$ cat src/rx_bist_pkg.sv
`default_nettype none

package rx_bist_pkg;

    // datapath sizes
    localparam int N_TI   = 16;
    localparam int N_ADC  = 8;
    localparam int N_PRBS = 32;
    localparam int CNT_W  = 64;

    // width of a per-cycle population count over all channels
    localparam int POP_W  = $clog2(N_TI + 1);

    // register port
    localparam int REG_AW = 4;
    localparam int REG_DW = 32;

    typedef enum logic [REG_AW-1:0] {
        REG_GEN_EQN    = 4'd0,
        REG_GEN_INIT   = 4'd1,
        REG_GEN_CTRL   = 4'd2,
        REG_CHK_EQN    = 4'd3,
        REG_CHK_CTRL   = 4'd4,
        REG_CHAN_SEL   = 4'd5,
        REG_ADC_THRESH = 4'd6,
        REG_ERR_LO     = 4'd7,
        REG_ERR_HI     = 4'd8,
        REG_TOT_LO     = 4'd9,
        REG_TOT_HI     = 4'd10
    } reg_addr_e;

    typedef enum logic [1:0] {
        MODE_RESET  = 2'd0,
        MODE_ALIGN  = 2'd1,
        MODE_TEST   = 2'd2,
        MODE_FREEZE = 2'd3
    } chk_mode_e;

    // sliced adc bits or the bist generator bit
    typedef enum logic {
        SRC_ADC  = 1'b0,
        SRC_BIST = 1'b1
    } prbs_src_e;

endpackage

`default_nettype wire

$ cat src/bist_cfg_regs.sv
`timescale 1ns/1ps
`default_nettype none

module bist_cfg_regs import rx_bist_pkg::*; (
    input  wire logic                     clk_adc,
    input  wire logic                     rst_n_i,
    input  wire logic                     cfg_we_i,
    input  wire reg_addr_e                cfg_addr_i,
    input  wire logic [REG_DW-1:0]        cfg_wdata_i,
    input  wire logic [CNT_W-1:0]         err_cnt_i,
    input  wire logic [CNT_W-1:0]         tot_cnt_i,
    output logic      [REG_DW-1:0]        cfg_rdata_o,
    output logic      [N_PRBS-1:0]        gen_eqn_o,
    output logic      [N_PRBS-1:0]        gen_init_o,
    output logic                          gen_cke_o,
    output logic                          gen_inv_o,
    output logic                          gen_inj_err_o,
    output logic      [N_PRBS-1:0]        chk_eqn_o,
    output chk_mode_e                     chk_mode_o,
    output prbs_src_e                     chk_src_o,
    output logic                          chk_cke_o,
    output logic      [N_TI-1:0]          chan_sel_o,
    output logic signed [N_ADC-1:0]       adc_thresh_o
);

    logic inj_req;

    // bit 2 of the generator control word is a request, never stored
    assign inj_req = cfg_we_i && (cfg_addr_i == REG_GEN_CTRL) && cfg_wdata_i[2];

    always_ff @(posedge clk_adc or negedge rst_n_i) begin
        if (!rst_n_i) begin
            gen_eqn_o     <= '0;
            gen_init_o    <= '0;
            gen_cke_o     <= 1'b0;
            gen_inv_o     <= 1'b0;
            gen_inj_err_o <= 1'b0;
            chk_eqn_o     <= '0;
            chk_mode_o    <= MODE_RESET;
            chk_src_o     <= SRC_ADC;
            chk_cke_o     <= 1'b0;
            chan_sel_o    <= '1;
            adc_thresh_o  <= '0;
        end else begin
            gen_inj_err_o <= inj_req;
            if (cfg_we_i) begin
                case (cfg_addr_i)
                    REG_GEN_EQN:    gen_eqn_o  <= cfg_wdata_i[N_PRBS-1:0];
                    REG_GEN_INIT:   gen_init_o <= cfg_wdata_i[N_PRBS-1:0];
                    REG_GEN_CTRL: begin
                        gen_cke_o <= cfg_wdata_i[0];
                        gen_inv_o <= cfg_wdata_i[1];
                    end
                    REG_CHK_EQN:    chk_eqn_o  <= cfg_wdata_i[N_PRBS-1:0];
                    REG_CHK_CTRL: begin
                        chk_mode_o <= chk_mode_e'(cfg_wdata_i[1:0]);
                        chk_src_o  <= prbs_src_e'(cfg_wdata_i[2]);
                        chk_cke_o  <= cfg_wdata_i[3];
                    end
                    REG_CHAN_SEL:   chan_sel_o   <= cfg_wdata_i[N_TI-1:0];
                    REG_ADC_THRESH: adc_thresh_o <= cfg_wdata_i[N_ADC-1:0];
                    // counter words are read only
                    default: ;
                endcase
            end
        end
    end

    // readback, combinational from the address
    always_comb begin
        cfg_rdata_o = '0;
        case (cfg_addr_i)
            REG_GEN_EQN:    cfg_rdata_o = gen_eqn_o;
            REG_GEN_INIT:   cfg_rdata_o = gen_init_o;
            REG_GEN_CTRL:   cfg_rdata_o = {{(REG_DW-2){1'b0}}, gen_inv_o, gen_cke_o};
            REG_CHK_EQN:    cfg_rdata_o = chk_eqn_o;
            REG_CHK_CTRL: begin
                cfg_rdata_o = {{(REG_DW-4){1'b0}}, chk_cke_o, chk_src_o, chk_mode_o};
            end
            REG_CHAN_SEL:   cfg_rdata_o = {{(REG_DW-N_TI){1'b0}}, chan_sel_o};
            REG_ADC_THRESH: cfg_rdata_o = {{(REG_DW-N_ADC){1'b0}}, adc_thresh_o};
            // 64-bit counters split into two words
            REG_ERR_LO:     cfg_rdata_o = err_cnt_i[REG_DW-1:0];
            REG_ERR_HI:     cfg_rdata_o = err_cnt_i[CNT_W-1:REG_DW];
            REG_TOT_LO:     cfg_rdata_o = tot_cnt_i[REG_DW-1:0];
            REG_TOT_HI:     cfg_rdata_o = tot_cnt_i[CNT_W-1:REG_DW];
            default:        cfg_rdata_o = '0;
        endcase
    end

    // an injection request must flip a single generator bit
    a_inj_single_cycle: assert property (
        @(posedge clk_adc) disable iff (!rst_n_i)
        gen_inj_err_o |=> !gen_inj_err_o
    ) else $error("gen_inj_err_o high for two cycles in a row");

endmodule

`default_nettype wire

$ cat src/adc_slicer.sv
`timescale 1ns/1ps
`default_nettype none

module adc_slicer import rx_bist_pkg::*; (
    input  wire logic                  clk_adc,
    input  wire logic                  rst_n_i,
    input  wire logic signed [N_ADC-1:0] adc_code_i [N_TI-1:0],
    input  wire logic signed [N_ADC-1:0] adc_thresh_i,
    output logic [N_TI-1:0]            adc_bits_o
);

    logic [N_TI-1:0] above;

    // signed compare per interleaved channel, shared threshold
    always_comb begin
        for (int i = 0; i < N_TI; i++) begin
            above[i] = (adc_code_i[i] > adc_thresh_i);
        end
    end

    // one register stage, bit lands one edge after its code
    always_ff @(posedge clk_adc or negedge rst_n_i) begin
        if (!rst_n_i) begin
            adc_bits_o <= '0;
        end else begin
            adc_bits_o <= above;
        end
    end

endmodule

`default_nettype wire

$ cat src/prbs_generator.sv
`timescale 1ns/1ps
`default_nettype none

module prbs_generator import rx_bist_pkg::*; (
    input  wire logic              clk_adc,
    input  wire logic              rst_n_i,
    input  wire logic              cke_i,
    input  wire logic [N_PRBS-1:0] eqn_i,
    input  wire logic [N_PRBS-1:0] init_i,
    input  wire logic              inv_i,
    input  wire logic              inj_err_i,
    output logic                   prbs_bit_o
);

    logic [N_PRBS-1:0] state_q;
    logic              fb_bit;

    // fibonacci feedback, parity of the tapped state bits
    assign fb_bit = ^(state_q & eqn_i);

    always_ff @(posedge clk_adc or negedge rst_n_i) begin
        if (!rst_n_i) begin
            state_q    <= '0;
            prbs_bit_o <= 1'b0;
        end else if (cke_i) begin
            state_q    <= {state_q[N_PRBS-2:0], fb_bit};
            // injection flips only this one output bit, state stays clean
            prbs_bit_o <= fb_bit ^ inv_i ^ inj_err_i;
        end else begin
            // seed reload while stopped, output holds
            state_q    <= init_i;
        end
    end

    // a nonzero seed must never lock the lfsr at zero
    a_state_nonzero: assert property (
        @(posedge clk_adc) disable iff (!rst_n_i)
        cke_i |-> (state_q != '0) || (init_i == '0)
    ) else $error("prbs generator state is all zeros with a nonzero seed");

endmodule

`default_nettype wire

$ cat src/prbs_checker.sv
`timescale 1ns/1ps
`default_nettype none

module prbs_checker import rx_bist_pkg::*; (
    input  wire logic              clk_adc,
    input  wire logic              rst_n_i,
    input  wire logic              cke_i,
    input  wire chk_mode_e         mode_i,
    input  wire prbs_src_e         src_i,
    input  wire logic [N_PRBS-1:0] eqn_i,
    input  wire logic [N_TI-1:0]   chan_sel_i,
    input  wire logic [N_TI-1:0]   adc_bits_i,
    input  wire logic              bist_bit_i,
    output logic [CNT_W-1:0]       err_cnt_o,
    output logic [CNT_W-1:0]       tot_cnt_o
);

    logic [N_TI-1:0]   rx_bits;
    logic [N_PRBS-1:0] chan_state_q [N_TI-1:0];
    logic [N_TI-1:0]   predicted;
    logic [N_TI-1:0]   err_sel;
    logic [POP_W-1:0]  err_pop;
    logic [POP_W-1:0]  tot_pop;

    // bist bit goes to every channel
    assign rx_bits = (src_i == SRC_BIST) ? {N_TI{bist_bit_i}} : adc_bits_i;

    // self-synchronizing predictor per channel
    always_comb begin
        for (int i = 0; i < N_TI; i++) begin
            predicted[i] = ^(chan_state_q[i] & eqn_i);
        end
    end

    assign err_sel = (predicted ^ rx_bits) & chan_sel_i;

    // population counts of selected mismatches and selected channels
    always_comb begin
        err_pop = '0;
        tot_pop = '0;
        for (int i = 0; i < N_TI; i++) begin
            err_pop = err_pop + POP_W'(err_sel[i]);
            tot_pop = tot_pop + POP_W'(chan_sel_i[i]);
        end
    end

    // channel states
    always_ff @(posedge clk_adc or negedge rst_n_i) begin
        if (!rst_n_i) begin
            for (int i = 0; i < N_TI; i++) begin
                chan_state_q[i] <= '0;
            end
        end else if (cke_i) begin
            case (mode_i)
                MODE_RESET: begin
                    for (int i = 0; i < N_TI; i++) begin
                        chan_state_q[i] <= '0;
                    end
                end
                MODE_ALIGN, MODE_TEST: begin
                    // received bit shifts in, whether or not it matched
                    for (int i = 0; i < N_TI; i++) begin
                        chan_state_q[i] <= {chan_state_q[i][N_PRBS-2:0], rx_bits[i]};
                    end
                end
                default: ;
            endcase
        end
    end

    // counters, a cycle's bits show up one edge later
    always_ff @(posedge clk_adc or negedge rst_n_i) begin
        if (!rst_n_i) begin
            err_cnt_o <= '0;
            tot_cnt_o <= '0;
        end else if (cke_i) begin
            case (mode_i)
                MODE_RESET: begin
                    err_cnt_o <= '0;
                    tot_cnt_o <= '0;
                end
                MODE_TEST: begin
                    err_cnt_o <= err_cnt_o + CNT_W'(err_pop);
                    tot_cnt_o <= tot_cnt_o + CNT_W'(tot_pop);
                end
                // align and freeze leave the counts alone
                default: ;
            endcase
        end
    end

    a_tot_monotonic: assert property (
        @(posedge clk_adc) disable iff (!rst_n_i)
        (tot_cnt_o < $past(tot_cnt_o)) |-> $past(cke_i && mode_i == MODE_RESET)
    ) else $error("tot_cnt_o decreased outside of reset mode");

    a_err_le_tot: assert property (
        @(posedge clk_adc) disable iff (!rst_n_i)
        err_cnt_o <= tot_cnt_o
    ) else $error("err_cnt_o exceeds tot_cnt_o");

endmodule

`default_nettype wire

$ cat src/rx_bist_core.sv
`timescale 1ns/1ps
`default_nettype none

module rx_bist_core import rx_bist_pkg::*; (
    input  wire logic                    clk_adc,
    input  wire logic                    rst_n_i,
    input  wire logic signed [N_ADC-1:0] adc_code_i [N_TI-1:0],
    input  wire logic                    cfg_we_i,
    input  wire reg_addr_e               cfg_addr_i,
    input  wire logic [REG_DW-1:0]       cfg_wdata_i,
    output logic [REG_DW-1:0]            cfg_rdata_o
);

    // generator control
    logic [N_PRBS-1:0]        gen_eqn;
    logic [N_PRBS-1:0]        gen_init;
    logic                     gen_cke;
    logic                     gen_inv;
    logic                     gen_inj_err;
    logic                     bist_bit;

    // checker control and results
    logic [N_PRBS-1:0]        chk_eqn;
    chk_mode_e                chk_mode;
    prbs_src_e                chk_src;
    logic                     chk_cke;
    logic [N_TI-1:0]          chan_sel;
    logic [CNT_W-1:0]         err_cnt;
    logic [CNT_W-1:0]         tot_cnt;

    // slicer
    logic signed [N_ADC-1:0]  adc_thresh;
    logic [N_TI-1:0]          adc_bits;

    bist_cfg_regs bist_cfg_regs_i (
        .clk_adc       (clk_adc),
        .rst_n_i       (rst_n_i),
        .cfg_we_i      (cfg_we_i),
        .cfg_addr_i    (cfg_addr_i),
        .cfg_wdata_i   (cfg_wdata_i),
        .err_cnt_i     (err_cnt),
        .tot_cnt_i     (tot_cnt),
        .cfg_rdata_o   (cfg_rdata_o),
        .gen_eqn_o     (gen_eqn),
        .gen_init_o    (gen_init),
        .gen_cke_o     (gen_cke),
        .gen_inv_o     (gen_inv),
        .gen_inj_err_o (gen_inj_err),
        .chk_eqn_o     (chk_eqn),
        .chk_mode_o    (chk_mode),
        .chk_src_o     (chk_src),
        .chk_cke_o     (chk_cke),
        .chan_sel_o    (chan_sel),
        .adc_thresh_o  (adc_thresh)
    );

    adc_slicer adc_slicer_i (
        .clk_adc      (clk_adc),
        .rst_n_i      (rst_n_i),
        .adc_code_i   (adc_code_i),
        .adc_thresh_i (adc_thresh),
        .adc_bits_o   (adc_bits)
    );

    prbs_generator prbs_generator_i (
        .clk_adc    (clk_adc),
        .rst_n_i    (rst_n_i),
        .cke_i      (gen_cke),
        .eqn_i      (gen_eqn),
        .init_i     (gen_init),
        .inv_i      (gen_inv),
        .inj_err_i  (gen_inj_err),
        .prbs_bit_o (bist_bit)
    );

    prbs_checker prbs_checker_i (
        .clk_adc    (clk_adc),
        .rst_n_i    (rst_n_i),
        .cke_i      (chk_cke),
        .mode_i     (chk_mode),
        .src_i      (chk_src),
        .eqn_i      (chk_eqn),
        .chan_sel_i (chan_sel),
        .adc_bits_i (adc_bits),
        .bist_bit_i (bist_bit),
        .err_cnt_o  (err_cnt),
        .tot_cnt_o  (tot_cnt)
    );

endmodule

`default_nettype wire

$ cat config.mk
export PLATFORM = sky130hd
export DESIGN_NAME = rx_bist_core
export DESIGN_NICKNAME = d
export VERILOG_FILES = /design/src/rx_bist_pkg.sv /design/src/bist_cfg_regs.sv /design/src/adc_slicer.sv /design/src/prbs_generator.sv /design/src/prbs_checker.sv /design/src/rx_bist_core.sv
export SDC_FILE = /design/constraint.sdc
export NUM_CORES = 2
export LEC_CHECK = 0
export ABC_AREA = 1
export BUFFER_PORTS_ARGS = -buffer_cell sky130_fd_sc_hd__buf_2
export CORE_AREA = 4 4 369 371
export CTS_CLUSTER_DIAMETER = 60
export DETAILED_ROUTE_END_ITERATION = 7
export DIE_AREA = 0 0 373 375
export GPL_ROUTABILITY_DRIVEN = 0
export SYNTH_ARGS = -nofsm -noshare
export SYNTH_HDL_FRONTEND = slang
export SYNTH_HIERARCHICAL = 1
export SYNTH_SLANG_ARGS = --single-unit
$ cat constraint.sdc
create_clock -name clk_adc -period 6.55 [get_ports clk_adc]
set_input_delay 1.31 -clock clk_adc [delete_from_list [all_inputs] [get_ports clk_adc]]
set_output_delay 1.31 -clock clk_adc [all_outputs]
set_load 0.01 [all_outputs]
==> qor.csv <==
stage,metric,value,unit
clock_network,h-tree-depth,3,
sta,timing.fmax,163,MHz
sta,fin_crit_sh,0.936,
setup_path,critPathLaunchType,flop,
clock_network,clock_path_buffers,3,
placement,hpwl,122000,um
setup_path,cpMostUsedCell,nand2_1,
sta,setup_viol,0,
synthesis,synth-seq-cells,816,
worst_hold_path,min_delay_path_depth,2,
floorplan,die_y,375,um
routing,ant_nets,0,
sta,hold_ws,0.466,ns
final_layout,final_layout_size_suffix_gt1_frac,0.0888,
setup_path,critical_path_class,reg -> reg,
synthesis,synth.most_common_cell,nand2_1,
clock_network,numCtsBuffers,103,
routing,wire_per_inst,17.0,um
synthesis,yosys_warnings,6,
floorplan,die-area,140000,um^2
synthesis,synthTopCellsByArea,"dfrtp_1, nand2_1, inv_1, o22ai_1, ha_1",
routing,drtIter0Drc,4131,
grt,first_global_vias,47185,
sta,slew_violations,0,
synthesis,synth_commonest_cells,"nand2_1, inv_1, dfrtp_1, o22ai_1, nor2_1",
final_layout,final_cells,9728,
final_layout,syn2layout_area_growth,12.6,%
synthesis,synthesis.area,52800,um^2
clock_network,root_buffer,clkbuf_16,
status,run_status,"complete, no violations",
final_layout,multi_input_area,26800,um^2
power,p_leak,30.9,nW
setup_path,reg2regPathDepth,32,
synthesis,synth_cell_types,52,
grt,antenna_found_initial,2,
grt,grt_use_total,0.230,
power,power.density,277,nW/um^2
setup_path,r2r-start,bist_cfg_regs_i/chk_eqn_o[7]$_DFFE_PN0P_,
routing,route.final.wire_length,165000,um
flow_run,cap_violations,0,
synthesis,syn-num-nets,8045,
setup_path,slowest_stage,fa_2,
floorplan,die_w,373,um
final_layout,seqCellArea,20500,um^2
synthesis,synth_edf_count,0,
final_layout,fillers,13474,
setup_path,r2r-end,prbs_checker_i/err_cnt_o[30]$_DFFE_PN0P_,
floorplan,ios,199,
synthesis,netlist_instances,7707,
grt,grt_max_degree,184,
clock_network,cts.clk_slew.worst_paths,0.06,ns
clock_network,cts_sinks,816,
synthesis,yosysSeqAreaShare,0.387,
setup_path,endpoint_kind,flop,
sta,hold_violations,0,
routing,dr.pass1.iters,6,
synthesis,synth.avg_cell_area,6.85,um^2
power,ir_drop,0.205,mV
setup_path,crit_required,7.16,ns
synthesis,synth_flop_cell,dfrtp_1,
floorplan,core-area,133000,um^2
worst_hold_path,whs_endpoint,prbs_generator_i/state_q[11]$_DFF_PN0_,
routing,vias,49153,
grt,grt_first_pass_wirelength,259000,um
synthesis,async_reset_ff_frac,1.00,
grt,grt-ovfl-total,0,
clock_network,cts_tree,done,
routing,vias_per_cell,5.05,
sta,setup_tns,0,ns
routing,drc_errors,0,
worst_hold_path,hp-class,reg -> reg,
clock_network,clkLatencyLatePin,0.69,ns
placement,portBuffers,198,
setup_path,arrival,6.74,ns
sta,skew,0.0322,ns
setup_path,reg2reg_setup_slack,0.42,ns
floorplan,initial_core_util,0.397,
clock_network,cts_hold_buf,0,
final_layout,nNetsFinal,8212,
setup_path,critPathMaxStageDelay,0.66,ns
power,power,16.5,mW
placement,dp_cells,9528,
sta,slew_headroom,0.177,
sta,min_period,6.13,ns
sta,rsz0062_at_grt,false,
sta,tightest_slew,1.23,ns
setup_path,cp_max_fo,18,
synthesis,synth.largest_area_cell,dfrtp_1,
worst_hold_path,holdCritStartpoint,prbs_generator_i/state_q[10]$_DFF_PN0_,
floorplan,row_count,134,
synthesis,synth_top_cell_area_share,0.379,
==> per-stage QoR <==
step / utilization / setup WS (ns) / area, um^2
2_1_floorplan: - / 0.938 / 52800
3_3_place_gp: 0.420 / 0.179 / 55800
3_5_place_dp: 0.420 / 0.0965 / 55800
4_1_cts: 0.446 / 0.0813 / 59300
5_1_grt: 0.447 / 0.0268 / 59500
6_report: 0.447 / 0.422 / 59500
==> critical path, delay by kind of cell (launching register included) <==
kind	cells	cell delay (ns)
DFF	1	0.42
buffers and inverters	4	0.43
adders and majority gates	6	2.89
AOI/OAI and AO/OA	1	0.19
xor gates and xnor gates	1	0.32
and+or+nand+nor	20	1.78
==> layout make-up <==
| type | instances | share of cell area |
|---|---|---|
| Multi-Input combinational cell | 5481 | 0.451 |
| Sequential cell | 816 | 0.344 |
| Inverter | 1157 | 0.0730 |
| Clock buffer | 149 | 0.0500 |
| Tap cell | 1768 | 0.0372 |
| Timing Repair Buffer | 315 | 0.0369 |
| Clock inverter | 40 | 0.00734 |
| Antenna cell | 2 | 0.0000842 |
==> power by group <==
group / internal, mW / leakage, nW / switching (mW)
sequential: 5.50 / 11.1 / 0.429
clock: 3.40 / 1.65 / 2.33
combinational: 1.54 / 18.2 / 3.31
total: 10.4 / 30.9 / 6.06
==> worst max path at each step <==
| stage | start | to | cells past startpoint |
|---|---|---|---|
| 2_1_floorplan | bist_cfg_regs_i/chk_eqn_o[8]$_DFFE_PN0P_ | prbs_checker_i/err_cnt_o[32]$_DFFE_PN0P_ | 32 |
| 3_3_place_gp | bist_cfg_regs_i/chk_eqn_o[22]$_DFFE_PN0P_ | prbs_checker_i/err_cnt_o[40]$_DFFE_PN0P_ | 31 |
| 3_5_place_dp | bist_cfg_regs_i/chk_eqn_o[26]$_DFFE_PN0P_ | prbs_checker_i/err_cnt_o[32]$_DFFE_PN0P_ | 31 |
| 4_1_cts | bist_cfg_regs_i/chk_eqn_o[26]$_DFFE_PN0P_ | prbs_checker_i/err_cnt_o[32]$_DFFE_PN0P_ | 31 |
| 5_1_grt | bist_cfg_regs_i/chk_eqn_o[8]$_DFFE_PN0P_ | prbs_checker_i/err_cnt_o[8]$_DFFE_PN0P_ | 30 |
| 6_report | bist_cfg_regs_i/chk_eqn_o[7]$_DFFE_PN0P_ | prbs_checker_i/err_cnt_o[30]$_DFFE_PN0P_ | 32 |
==> cell families after synthesis <==
| logic type | Yosys count | synth area share |
|---|---|---|
| buffers and inverters | 1410 | 0.107 |
| DFF | 816 | 0.387 |
| adders and majority gates | 171 | 0.0439 |
| AOI/OAI and AO/OA | 913 | 0.101 |
| and+or+nand+nor | 4098 | 0.311 |
| xor gates and xnor gates | 299 | 0.0500 |
==> flip-flops by register name (all words and copies together) (netlist names) <==
| register | flops |
|---|---|
| bist_cfg_regs_i/gen_eqn_o | 32 |
| adc_slicer_i/adc_bits_o | 16 |
| prbs_checker_i/chan_state_q | 512 |
| bist_cfg_regs_i/gen_inj_err_o | 1 |
| bist_cfg_regs_i/gen_cke_o | 1 |
| prbs_checker_i/tot_cnt_o | 64 |
| prbs_generator_i/state_q | 32 |
| prbs_generator_i/prbs_bit_o | 1 |
| bist_cfg_regs_i/chk_mode_o | 2 |
| bist_cfg_regs_i/chk_src_o | 1 |
| bist_cfg_regs_i/chan_sel_o | 16 |
| prbs_checker_i/err_cnt_o | 64 |
| bist_cfg_regs_i/gen_init_o | 32 |
| bist_cfg_regs_i/chk_eqn_o | 32 |
| bist_cfg_regs_i/gen_inv_o | 1 |
| bist_cfg_regs_i/chk_cke_o | 1 |
| bist_cfg_regs_i/adc_thresh_o | 8 |
==> cells in the final DEF, fill, tap and decap left out, types with 11 or more instances in the layout <==
| cell | synthesis | routed |
|---|---|---|
| inv_2 | 39 | 39 |
| clkbuf_1 | 108 | 27 |
| nand4_1 | 63 | 63 |
| dfrtp_1 | 800 | 783 |
| ha_1 | 147 | 147 |
| fa_1 | 24 | 22 |
| clkbuf_8 | 0 | 16 |
| nor2_1 | 325 | 322 |
| o21ai_0 | 221 | 221 |
| clkinv_2 | 0 | 11 |
| o21a_1 | 13 | 13 |
| nand3_1 | 220 | 220 |
| nand2_2 | 50 | 58 |
| nor2_2 | 42 | 43 |
| buf_12 | 0 | 24 |
| o22ai_1 | 497 | 497 |
| xor2_1 | 137 | 135 |
| nand3_2 | 11 | 11 |
| dfstp_2 | 16 | 16 |
| buf_2 | 95 | 198 |
| a21o_1 | 14 | 14 |
| a21oi_1 | 136 | 136 |
| inv_1 | 1115 | 1115 |
| clkbuf_16 | 0 | 106 |
| xnor2_1 | 159 | 154 |
| buf_4 | 15 | 87 |
| dfrtp_2 | 0 | 16 |
| nand2_1 | 3287 | 3277 |
| nor3_1 | 61 | 61 |
==> layer usage <==
metal,part of all wire,track usage,up-vias
li1,-,-,24369
met3,0.063,0.0309,268
met2,0.46,0.385,1392
met4,0.032,0.0749,0
met5,0,0,-
met1,0.44,0.309,23124
==> timing repair <==
action	in CTS	in global routing
setup buffers	0	9
endpoints found under the setup margin	0	30
resized for setup	0	41
No activity file was read; power rests on OpenSTA's default activity.
